--- src/source/sorter_pkg.sv ---
// Shared widths, stream beat types and command encoding for the sort accelerator.
// Every RTL file and the testbench refer to these by scoped names.

package sorter_pkg;

    // Width of one value word
    localparam int DATA_WIDTH = 16;

    // Width of an input position and of a rank, enough for 256 entries
    localparam int INDEX_WIDTH = 8;

    // Bit of the command word that selects descending order
    localparam int ORDER_BIT = 0;

    // One beat of the argument stream, the command word or a value
    typedef struct packed {
        logic [DATA_WIDTH-1:0] data;
        logic                  last;
    } arg_beat_t;

    // A value tagged with its position in the input frame
    typedef struct packed {
        logic [DATA_WIDTH-1:0]  value;
        logic [INDEX_WIDTH-1:0] index;
    } sort_entry_t;

    // One beat of the result stream
    typedef struct packed {
        logic [DATA_WIDTH-1:0]  value;
        logic [INDEX_WIDTH-1:0] index;
        logic [INDEX_WIDTH-1:0] rank;
        logic                   last;
    } result_beat_t;

endpackage

--- src/source/efi_sorter.sv ---
// Frame controller of the sorter. It decodes the command beat, tags values
// with their input position and turns the drained entries into ranked results.

`timescale 1ns/1ps

module efi_sorter #(
    parameter int MAX_SORT_LENGTH = 16
) (
    input  logic                     clock,
    input  logic                     arst_n,
    input  logic                     arg_valid,
    output logic                     arg_ready,
    input  sorter_pkg::arg_beat_t    arg_beat,
    output logic                     sort_start,
    output logic                     sort_descending,
    output logic                     ins_valid,
    output sorter_pkg::sort_entry_t  ins_entry,
    output logic                     sort_end,
    input  logic                     drain_valid,
    output logic                     drain_ready,
    input  sorter_pkg::sort_entry_t  drain_entry,
    input  logic                     drain_last,
    output logic                     res_valid,
    input  logic                     res_ready,
    output sorter_pkg::result_beat_t res_beat
);

    localparam int COUNT_WIDTH = $clog2(MAX_SORT_LENGTH + 1);
    localparam int IDX_WIDTH   = sorter_pkg::INDEX_WIDTH;

    typedef enum logic [1:0] {
        S_IDLE,
        S_FILL,
        S_FLUSH,
        S_DRAIN
    } state_t;

    state_t                 state;
    logic [COUNT_WIDTH-1:0] value_count;
    logic [IDX_WIDTH-1:0]   rank;
    logic                   arg_take;
    logic                   drain_take;
    logic                   res_take;
    logic                   keep_value;

    assign arg_ready  = (state == S_IDLE) || (state == S_FILL);
    assign arg_take   = arg_valid && arg_ready;
    assign keep_value = value_count < COUNT_WIDTH'(MAX_SORT_LENGTH);
    assign res_take   = res_valid && res_ready;

    // Pull from the engine only when the result register frees up this cycle,
    // and never past the beat marked last
    assign drain_ready = (state == S_DRAIN) &&
                         !(res_valid && (!res_ready || res_beat.last));
    assign drain_take  = drain_valid && drain_ready;

    always_ff @(posedge clock or negedge arst_n) begin
        if (!arst_n) begin
            state           <= S_IDLE;
            sort_start      <= 1'b0;
            sort_descending <= 1'b0;
            ins_valid       <= 1'b0;
            sort_end        <= 1'b0;
            value_count     <= '0;
            rank            <= '0;
            res_valid       <= 1'b0;
        end else begin
            sort_start <= 1'b0;
            sort_end   <= 1'b0;
            ins_valid  <= 1'b0;
            case (state)
                S_IDLE: begin
                    // A command marked last is an empty frame and is dropped
                    if (arg_take && !arg_beat.last) begin
                        sort_descending <= arg_beat.data[sorter_pkg::ORDER_BIT];
                        sort_start      <= 1'b1;
                        value_count     <= '0;
                        rank            <= '0;
                        state           <= S_FILL;
                    end
                end
                S_FILL: begin
                    if (arg_take) begin
                        if (keep_value) begin
                            ins_valid   <= 1'b1;
                            value_count <= value_count + 1'b1;
                        end
                        if (arg_beat.last) begin
                            sort_end <= 1'b1;
                            state    <= S_FLUSH;
                        end
                    end
                end
                S_FLUSH: begin
                    state <= S_DRAIN;
                end
                S_DRAIN: begin
                    if (res_take && res_beat.last) begin
                        state <= S_IDLE;
                    end
                end
                default: begin
                    state <= S_IDLE;
                end
            endcase

            if (drain_take) begin
                res_valid <= 1'b1;
                rank      <= rank + 1'b1;
            end else if (res_take) begin
                res_valid <= 1'b0;
            end
        end
    end

    always_ff @(posedge clock) begin
        if (state == S_FILL && arg_take) begin
            ins_entry.value <= arg_beat.data;
            ins_entry.index <= IDX_WIDTH'(value_count);
        end
        if (drain_take) begin
            res_beat.value <= drain_entry.value;
            res_beat.index <= drain_entry.index;
            res_beat.rank  <= rank;
            res_beat.last  <= drain_last;
        end
    end

endmodule

--- src/source/insertion_sort_engine.sv ---
// Parallel insertion sorter. Entries are placed in order as they arrive,
// then drained from slot 0 one per cycle.

`timescale 1ns/1ps

module insertion_sort_engine #(
    parameter int MAX_SORT_LENGTH = 16
) (
    input  logic                    clock,
    input  logic                    arst_n,
    input  logic                    start,
    input  logic                    descending,
    input  logic                    ins_valid,
    input  sorter_pkg::sort_entry_t ins_entry,
    output logic                    ins_ready,
    input  logic                    end_of_input,
    output logic                    drain_valid,
    input  logic                    drain_ready,
    output sorter_pkg::sort_entry_t drain_entry,
    output logic                    drain_last
);

    typedef enum logic [1:0] {
        ENG_IDLE,
        ENG_FILL,
        ENG_DRAIN
    } eng_state_t;

    eng_state_t                 state;
    logic                       descending_q;
    sorter_pkg::sort_entry_t    slot [MAX_SORT_LENGTH];
    logic [MAX_SORT_LENGTH-1:0] occupied;
    logic [MAX_SORT_LENGTH:0]   occupied_ext;
    logic [MAX_SORT_LENGTH-1:0] goes_before;
    logic                       insert;
    logic                       pop;

    assign ins_ready = state == ENG_FILL;
    assign insert    = ins_valid && ins_ready;

    // Occupied slots are always contiguous from slot 0
    assign drain_valid  = (state == ENG_DRAIN) && occupied[0];
    assign pop          = drain_valid && drain_ready;
    assign drain_entry  = slot[0];
    assign occupied_ext = {1'b0, occupied};
    assign drain_last   = drain_valid && !occupied_ext[1];

    for (genvar i = 0; i < MAX_SORT_LENGTH; i++) begin : g_slot
        sorter_pkg::sort_entry_t from_below;
        sorter_pkg::sort_entry_t from_above;

        // The lowest slot that yields takes the new entry, the slots above it shift up
        if (i == 0) begin : g_bottom
            assign from_below = ins_entry;
        end else begin : g_inner_below
            assign from_below = goes_before[i-1] ? slot[i-1] : ins_entry;
        end

        if (i == MAX_SORT_LENGTH - 1) begin : g_top
            assign from_above = slot[i];
        end else begin : g_inner_above
            assign from_above = slot[i+1];
        end

        // Ties go after the stored entry, so equal values keep input order
        always_comb begin
            if (!occupied[i]) begin
                goes_before[i] = 1'b1;
            end else if (descending_q) begin
                goes_before[i] = ins_entry.value > slot[i].value;
            end else begin
                goes_before[i] = ins_entry.value < slot[i].value;
            end
        end

        always_ff @(posedge clock) begin
            if (insert && goes_before[i]) begin
                slot[i] <= from_below;
            end else if (pop) begin
                slot[i] <= from_above;
            end
        end
    end

    always_ff @(posedge clock or negedge arst_n) begin
        if (!arst_n) begin
            occupied <= '0;
        end else if (start) begin
            occupied <= '0;
        end else if (insert) begin
            occupied <= MAX_SORT_LENGTH'({occupied, 1'b1});
        end else if (pop) begin
            occupied <= occupied >> 1;
        end
    end

    always_ff @(posedge clock or negedge arst_n) begin
        if (!arst_n) begin
            state        <= ENG_IDLE;
            descending_q <= 1'b0;
        end else if (start) begin
            state        <= ENG_FILL;
            descending_q <= descending;
        end else begin
            case (state)
                ENG_FILL: begin
                    if (end_of_input) begin
                        state <= ENG_DRAIN;
                    end
                end
                ENG_DRAIN: begin
                    if (pop && drain_last) begin
                        state <= ENG_IDLE;
                    end
                end
                default: begin
                    state <= ENG_IDLE;
                end
            endcase
        end
    end

endmodule

--- src/source/sorter_top.sv ---
// Top level of the streaming sorter: argument FIFO, frame controller,
// insertion engine and result FIFO in a chain.

`timescale 1ns/1ps

module sorter_top #(
    parameter int MAX_SORT_LENGTH = 16,
    parameter int FIFO_DEPTH      = 8
) (
    input  logic                     clock,
    input  logic                     arst_n,
    input  logic                     arg_valid,
    output logic                     arg_ready,
    input  sorter_pkg::arg_beat_t    arg_beat,
    output logic                     res_valid,
    input  logic                     res_ready,
    output sorter_pkg::result_beat_t res_beat
);

    logic                     ctl_arg_valid;
    logic                     ctl_arg_ready;
    sorter_pkg::arg_beat_t    ctl_arg_beat;
    logic                     sort_start;
    logic                     sort_descending;
    logic                     ins_valid;
    sorter_pkg::sort_entry_t  ins_entry;
    logic                     sort_end;
    logic                     drain_valid;
    logic                     drain_ready;
    sorter_pkg::sort_entry_t  drain_entry;
    logic                     drain_last;
    logic                     ctl_res_valid;
    logic                     ctl_res_ready;
    sorter_pkg::result_beat_t ctl_res_beat;

    stream_fifo #(
        .payload_t  (sorter_pkg::arg_beat_t),
        .FIFO_DEPTH (FIFO_DEPTH)
    ) u_arg_fifo (
        .clock     (clock),
        .arst_n    (arst_n),
        .in_valid  (arg_valid),
        .in_ready  (arg_ready),
        .in_data   (arg_beat),
        .out_valid (ctl_arg_valid),
        .out_ready (ctl_arg_ready),
        .out_data  (ctl_arg_beat)
    );

    efi_sorter #(
        .MAX_SORT_LENGTH (MAX_SORT_LENGTH)
    ) u_efi_sorter (
        .clock           (clock),
        .arst_n          (arst_n),
        .arg_valid       (ctl_arg_valid),
        .arg_ready       (ctl_arg_ready),
        .arg_beat        (ctl_arg_beat),
        .sort_start      (sort_start),
        .sort_descending (sort_descending),
        .ins_valid       (ins_valid),
        .ins_entry       (ins_entry),
        .sort_end        (sort_end),
        .drain_valid     (drain_valid),
        .drain_ready     (drain_ready),
        .drain_entry     (drain_entry),
        .drain_last      (drain_last),
        .res_valid       (ctl_res_valid),
        .res_ready       (ctl_res_ready),
        .res_beat        (ctl_res_beat)
    );

    // The engine is ready for the whole fill phase, so the controller
    // sends its tagged values without waiting on ins_ready
    insertion_sort_engine #(
        .MAX_SORT_LENGTH (MAX_SORT_LENGTH)
    ) u_engine (
        .clock        (clock),
        .arst_n       (arst_n),
        .start        (sort_start),
        .descending   (sort_descending),
        .ins_valid    (ins_valid),
        .ins_entry    (ins_entry),
        .ins_ready    (),
        .end_of_input (sort_end),
        .drain_valid  (drain_valid),
        .drain_ready  (drain_ready),
        .drain_entry  (drain_entry),
        .drain_last   (drain_last)
    );

    stream_fifo #(
        .payload_t  (sorter_pkg::result_beat_t),
        .FIFO_DEPTH (FIFO_DEPTH)
    ) u_res_fifo (
        .clock     (clock),
        .arst_n    (arst_n),
        .in_valid  (ctl_res_valid),
        .in_ready  (ctl_res_ready),
        .in_data   (ctl_res_beat),
        .out_valid (res_valid),
        .out_ready (res_ready),
        .out_data  (res_beat)
    );

endmodule

--- src/source/stream_fifo.sv ---
// Valid/ready FIFO with a configurable payload type.
// Used for both the argument beats and the result beats of the sorter.

`timescale 1ns/1ps

module stream_fifo #(
    parameter type payload_t  = logic [7:0],
    parameter int  FIFO_DEPTH = 4
) (
    input  logic     clock,
    input  logic     arst_n,
    input  logic     in_valid,
    output logic     in_ready,
    input  payload_t in_data,
    output logic     out_valid,
    input  logic     out_ready,
    output payload_t out_data
);

    localparam int PTR_WIDTH   = (FIFO_DEPTH > 1) ? $clog2(FIFO_DEPTH) : 1;
    localparam int COUNT_WIDTH = $clog2(FIFO_DEPTH + 1);

    payload_t               storage [FIFO_DEPTH];
    logic [PTR_WIDTH-1:0]   wr_ptr;
    logic [PTR_WIDTH-1:0]   rd_ptr;
    logic [COUNT_WIDTH-1:0] count;
    logic                   full;
    logic                   push;
    logic                   pop;

    function automatic logic [PTR_WIDTH-1:0] next_ptr(input logic [PTR_WIDTH-1:0] ptr);
        if (ptr == PTR_WIDTH'(FIFO_DEPTH - 1)) begin
            return '0;
        end
        return ptr + 1'b1;
    endfunction

    assign full      = count == COUNT_WIDTH'(FIFO_DEPTH);
    assign out_valid = count != '0;
    assign out_data  = storage[rd_ptr];

    // A full FIFO still takes a beat in the cycle one leaves
    assign in_ready = !full || out_ready;
    assign push     = in_valid && in_ready;
    assign pop      = out_valid && out_ready;

    always_ff @(posedge clock) begin
        if (push) begin
            storage[wr_ptr] <= in_data;
        end
    end

    always_ff @(posedge clock or negedge arst_n) begin
        if (!arst_n) begin
            wr_ptr <= '0;
            rd_ptr <= '0;
            count  <= '0;
        end else begin
            if (push) begin
                wr_ptr <= next_ptr(wr_ptr);
            end
            if (pop) begin
                rd_ptr <= next_ptr(rd_ptr);
            end
            if (push && !pop) begin
                count <= count + 1'b1;
            end else if (pop && !push) begin
                count <= count - 1'b1;
            end
        end
    end

endmodule

--- config.mk ---
export PLATFORM = sky130hd
export DESIGN_NAME = sorter_top
export DESIGN_NICKNAME = d
export VERILOG_FILES = /design/src/source/sorter_pkg.sv /design/src/source/efi_sorter.sv /design/src/source/insertion_sort_engine.sv /design/src/source/sorter_top.sv /design/src/source/stream_fifo.sv
export SDC_FILE = /design/constraint.sdc
export NUM_CORES = 2
export LEC_CHECK = 0
export BUFFER_PORTS_ARGS = -buffer_cell sky130_fd_sc_hd__buf_4
export CORE_ASPECT_RATIO = 1.4
export CORE_MARGIN = 8
export CORE_UTILIZATION = 50
export DETAILED_ROUTE_END_ITERATION = 10
export PLACE_DENSITY = 0.66
export SLEW_MARGIN = 20
export SYNTH_ARGS = -nofsm -noshare
export SYNTH_HDL_FRONTEND = slang
export SYNTH_SLANG_ARGS = --single-unit
--- constraint.sdc ---
create_clock -name clock -period 6.7 [get_ports clock]
set_input_delay 1.34 -clock clock [delete_from_list [all_inputs] [get_ports clock]]
set_output_delay 1.34 -clock clock [all_outputs]
set_load 0.005 [all_outputs]
# --- Word-level counts from Yosys, hierarchy flattened ---
# Memory sizes are Yosys's and may differ from the RTL's.
# Cells that the tools add are included.
totals:
  word_cells: 347
  ramBits: 784
  reg_bits: 113
  mem_count: 3
mem_list:
  columns: ["memory", "words", "word_bits", "rd", "rd_clocked_by_memory_dff", "wr", "line", "source"]
  rows:
  - ["u_engine.slot", 16, 24, 16, 0, 16, "insertion_sort_engine.sv:31", "sorter_pkg::sort_entry_t slot [MAX_SORT_LENGTH];"]
  - ["u_res_fifo.storage", 8, 33, 1, 0, 1, "stream_fifo.sv:23", "payload_t storage [FIFO_DEPTH];"]
  - ["u_arg_fifo.storage", 8, 17, 1, 0, 1, "stream_fifo.sv:23", null]
op_classes:
  n_reduce_logical: 63
  n_bitwise: 16
  n_lt_le_gt_ge: 33
  n_mux: 181
  addsub: 10
  n_eq_ne: 18
op_table:
  columns: ["op", "n"]
  rows:
  - ["24-bit 2-to-1 mux", 31]
  - ["16-bit > comparator", 16]
  - ["16-bit less-than comparator", 16]
  - ["1-bit 2-to-1 mux", 119]
  - ["16-bit 2-to-1 mux", 3]
  - ["1-bit logical AND", 34]
  - ["3-bit 2-to-1 mux", 8]
  - ["8-bit 2-to-1 mux", 3]
  - ["4-bit 2-to-1 mux", 4]
  - ["1-bit bitwise OR", 16]
  - ["5-bit 2-to-1 mux", 3]
  - ["2-bit 2-to-1 mux", 7]
  - ["3-bit by 1-bit adder with 3-bit output, second input constant", 4]
  - ["3-bit equality test, second input constant", 4]
  - ["2-bit nonzero test", 6]
  - ["1-bit logical NOT", 10]
  - ["5-bit case mux with 2 select lines", 1]
  - ["4-bit by 1-bit adder with 4-bit output, second input constant", 2]
  - ["8-bit by 1-bit adder with 8-bit output, second input constant", 1]
  - ["4-bit equality test, second input constant", 2]
  - ["2-bit case mux with 4 select lines", 1]
  - ["4-bit AND reduction", 2]
  - ["4-bit nonzero test", 2]
  - ["4-bit by 1-bit subtractor with 4-bit output, second input constant", 2]
  - ["other kinds (12)", 24]

# --- Logic depth before layout (Yosys ltp) ---
depth:
  depth_word: 13
  ltp_mapped: 15
  mapped_depth_nobuf: 14

# --- Cells and area by module ---
# A second synthesis with hierarchy kept.
unflattened:
  hier_cells: 3418
  area_unflattened_um2: 44818.0
modules_own_cells:
  columns: ["mod", "instances", "area_per_inst_um2", "seq_area_each_um2", "cells_each"]
  rows:
  - ["insertion_sort_engine", 1, 25491.9, 12006.5, 2535]
  - ["stream_fifo at u_res_fifo", 1, 10670.2, 8177.8, 450]
  - ["stream_fifo at u_arg_fifo", 1, 5948.2, 4334.2, 265]
  - ["efi_sorter", 1, 2707.6, 2122.0, 168]

# --- Worst setup path before layout ---
# Ideal clock, no wire load.
synth_timing:
  kind: "input to register"
  from: "input res_ready"
  to: "memory u_res_fifo.storage[0][0] in the netlist's numbering (enable)"
  cell_stages: 4
  required_time_ns: 6.194
  slack_ns: 1.384
  path_buffers: 0
  arrival_ns: 4.810
  cell_sequence: "inv_1 -> nand3_1 -> nand2_1 -> nor4_1"
synth_between:
  elab_chain_cells: 4
synth_lines:
  columns: ["item", "line", "source"]
  rows:
  - ["start: declaration", "sorter_top.sv:16", "input logic res_ready,"]
  - ["1-bit logical OR", "stream_fifo.sv:43", "assign in_ready = !full || out_ready;"]
  - ["1-bit logical AND", "stream_fifo.sv:44", "assign push = in_valid && in_ready;"]
  - ["1-bit 2-to-1 mux", "stream_fifo.sv:48", "if (push) begin"]
  - ["1-bit 2-to-1 mux (not written as such)", "stream_fifo.sv:49", "storage[wr_ptr] <= in_data;"]
  - ["end: declaration", "stream_fifo.sv:23", null]
# No other way between the ends.

==> results.py <==
metrics = {
    "setup_path": {
        "critical_path_class": "flip-flop to primary output",
        "worstPathMaxFanout": 50,
        "path_cells": "buf_4 -> mux4_2 -> mux2_2 -> buf_4",
        "required_ns": 5.36,
        "cp-end-kind": "primary output",
        "start_kind": "flip-flop",
        "max_stage_delay_ns": 1.03,
        "cp.arrival_ns": 3.35,
        "cp_slowest_cell": "dfrtp_4",
        "r2r_start": "u_efi_sorter.ins_entry[19]",
        "crit_start": "u_res_fifo.rd_ptr[0]",
        "cp_common_cell": "buf_4",
    },
    "clock_tree": {
        "clkTransAtPathRegs_ns": 0.06,
        "ctsResizeCount": 0,
        "clkSinkCount": 897,
        "cts_buffers": 88,
        "cts_tree": "built",
        "holdBufCountCts": 0,
        "clockBufferDepth": 3,
        "clkLatencyLatePin_ns": 0.66,
        "root_buffer": "clkbuf_16",
        "htree_levels": 3,
        "post_cts_buffers": 0,
    },
    "timing": {
        "period_minus_slack_ns": 4.686,
        "fin_skew_ns": 0.02764,
        "finalSetupViolCount": 0,
        "worst_pin_slew_ns": 1.127,
        "rsz0062_at_grt": "false",
        "timing.setup.tns_ns": 0,
        "post-route-period-util_pct": 69.94,
        "finalHoldViolCount": 0,
        "finalMaxSlewViolations": 0,
        "relSlewSlack_pct": 24.87,
        "max_freq_mhz": 213.4,
    },
    "synthesis": {
        "yosys_warnings": 0,
        "ys_async_sr_fraction_pct": 6.577,
        "yosys_most_used_dff": "edfxtp_1",
        "synth_area_per_cell_um2": 13.17,
        "netlist_instances": 3348,
        "yosys.area.top_type": "edfxtp_1",
        "synth-edff-count": 838,
        "yosys_register_bits": 897,
        "synthTopCellsByArea": "edfxtp_1 57%, ha_1 7.8%, mux4_2 5.1%, o221ai_1 4.2%, nand3_1 3.7%",
        "ys_types": 60,
        "synth_top_area_share_pct": 57.06,
        "yosysSeqAreaShare_pct": 60.40,
        "syn_nets": 3647,
        "synth_area_mm2": 0.04410,
    },
    "floorplan": {
        "dieArea_mm2": 0.09810,
        "core_mm2": 0.08797,
        "die_h_um": 367.4,
        "ios": 56,
        "rows": 129,
        "die_x_um": 267.0,
        "start_util_pct": 50.14,
    },
    "power": {
        "p_switching_mw": 7.812,
        "power.leakage_nw": 18.24,
        "irDropWorstVdd_v": 0.0002609,
        "switching_share_pct": 36.17,
        "power_frac_comb_pct": 37.0,
        "p_seq_share_pct": 39.3,
        "p_per_area_mw_per_mm2": 442.8,
        "p_int_mw": 13.79,
        "clkPwrFrac_pct": 23.7,
    },
    "placement": {
        "place.gp.congestion": 0.8769,
        "hpwl_mm": 72.88,
        "dpl.cell_count": 4440,
        "numPortBuffers": 55,
        "dpl_cell_area_mm2": 0.04580,
    },
    "grt": {
        "grt_pass1_wl_mm": 166.0,
        "antenna_found_initial": 0,
        "overflow": 0,
        "grt_pass1_vias": 29006,
        "grt_max_degree": 148,
        "grtUsageTotal_pct": 21.44,
    },
    "cells_and_area": {
        "fin_cells": 4602,
        "multi_input_area_mm2": 0.01577,
        "synthToLayoutAreaGrowth_pct": 10.61,
        "fin_util_pct": 55.46,
        "num_antenna_cells": 0,
        "fillers": 7001,
        "regArea_mm2": 0.02665,
        "nets": 3650,
        "drive_gt1_share_pct": 14.55,
        "final_area_mm2": 0.04878,
    },
    "route": {
        "vias": 28184,
        "vias_per_cell": 6.124,
        "first_pass_iters": 6,
        "wl_mm": 106.2,
        "postRouteAntennaNets": 0,
        "routedWlPerCell_um": 23.08,
        "first_iter_violations": 2577,
        "post-route-drc-count": 0,
    },
    "worst_hold_path": {
        "min_path_type": "flip-flop to flip-flop",
        "hp-start": "u_engine.slot[0][0]",
    },
    "flow_run": {
        "drv_cap": 0,
    },
    "run_status": {
        "status": "completed",
    },
}
## logic make-up after synthesis
kind of cell,after synthesis,share of synthesized area (%)
xor gates and xnor gates,10,0.1986
DFF,897,60.40
adders and majority gates,278,7.921
and+or+nand+nor,898,9.646
AOI/OAI and AO/OA,606,10.21
buffers and inverters,473,4.335
muxes,186,7.288
## stage by stage
| stage | hold WS [ns] | setup WS, ns | total power [mW] |
|---|---|---|---|
| 2_1_floorplan | 0.4260 | 1.384 | 13.80 |
| 3_3_place_gp | 0.4396 | 2.229 | 16.16 |
| 3_5_place_dp | 0.4479 | 2.294 | 16.58 |
| 4_1_cts | 0.4739 | 1.899 | 21.75 |
| 5_1_grt | 0.4830 | 1.770 | 22.89 |
| 6_report | 0.4748 | 2.014 | 21.60 |
## sequential cells by signal, indices dropped and copies added, names as in the netlist, 2 cells and up
register                  count
u_arg_fifo.rd_ptr             3
u_arg_fifo.count              4
u_res_fifo.wr_ptr             3
u_engine.state                2
u_efi_sorter.ins_entry       21
u_res_fifo.storage          264
u_arg_fifo.wr_ptr             3
u_engine.occupied            16
u_res_fifo.count              4
u_efi_sorter.res_beat        33
u_engine.slot               384
u_efi_sorter.state            2
u_efi_sorter.value_count      5
u_res_fifo.rd_ptr             3
u_efi_sorter.rank             8
u_arg_fifo.storage          136
## per-layer routing
metal	wire, um	up-vias	track usage, %
met2	57240	945	39.69
met1	40030	14034	25.06
li1	-	12995	-
met3	5026	210	2.597
met4	3936	0	8.119
met5	0	-	0
## power by group through the flow
stage / sequential [mW] / clock (mW) / combinational (mW)
floorplan: 8.20 / 0 / 5.61
global placement: 8.54 / 0 / 7.62
CTS: 8.48 / 5.23 / 8.04
detailed placement: 8.60 / 0 / 7.98
global route: 8.60 / 5.43 / 8.86
finish: 8.49 / 5.13 / 7.98
## path summary, 6_finish.rpt
check                                           endpoint  slack, ns  depth (start not counted)
worst max-delay path                        res_beat[21]       2.01                          4
worst min-delay path            u_efi_sorter.res_beat[9]       0.47                          0
worst max register to register      u_engine.slot[1][47]       2.34                          9
worst min register to register  u_efi_sorter.res_beat[9]       0.47                          0
max in group asynchronous           u_arg_fifo.rd_ptr[0]       5.25                          1
min in group asynchronous           u_res_fifo.rd_ptr[0]       0.80                          1
## critical path, delay by kind of cell, from the launching register on
kind / cells / cell delay, ns
mux: 2 / 0.88
flops: 1 / 1.03
buf+inv: 2 / 0.67
## final cells by class
| cell class | count | share of cell area (%) |
|---|---|---|
| clock inverter | 56 | 1.352 |
| inverter | 265 | 2.049 |
| tap | 1179 | 3.024 |
| timing repair buffer | 121 | 1.888 |
| multi-input combinational | 1978 | 32.33 |
| clock buffer | 106 | 4.737 |
| sequential | 897 | 54.62 |
## cells in the final DEF (no fill, tap or decap), types with 8 or more instances in the layout
cell type / count
o21ai_0: 84
ha_1: 276
o211ai_1: 89
bufinv_16: 12
a211o_1: 9
clkinv_2: 17
a221oi_1: 8
nand2b_1: 13
a221o_1: 8
a21o_1: 37
and3_1: 29
inv_1: 264
clkinvlp_4: 8
nand2_1: 338
nor3_1: 15
clkbuf_16: 89
mux2_2: 78
a311oi_1: 18
mux4_2: 100
and4_1: 11
o31ai_1: 8
clkbuf_1: 15
nand4b_1: 8
buf_4: 120
a21oi_1: 87
nand4_1: 33
o221ai_1: 210
nor2_1: 47
o211ai_4: 8
nor3_2: 8
nor2b_1: 25
or2_2: 12
nand3_1: 327
dfrtp_1: 56
edfxtp_1: 838
xnor2_1: 8
## synthesized netlist by cell type (13+ instances only)
cell / count
edfxtp_1: 838
dfrtp_1: 59
and3_1: 29
buf_2: 100
nor3_1: 23
ha_1: 276
a21o_1: 37
a21oi_1: 88
o21ai_0: 91
inv_1: 264
buf_1: 14
nor2b_1: 25
nand3_1: 327
nand2b_1: 13
nand4_1: 33
clkbuf_1: 91
nand2_1: 342
mux2_2: 78
o211ai_1: 89
nor2_1: 55
o221ai_1: 210
mux4_2: 100
a311oi_1: 18
No activity file was read; power rests on OpenSTA's default activity.
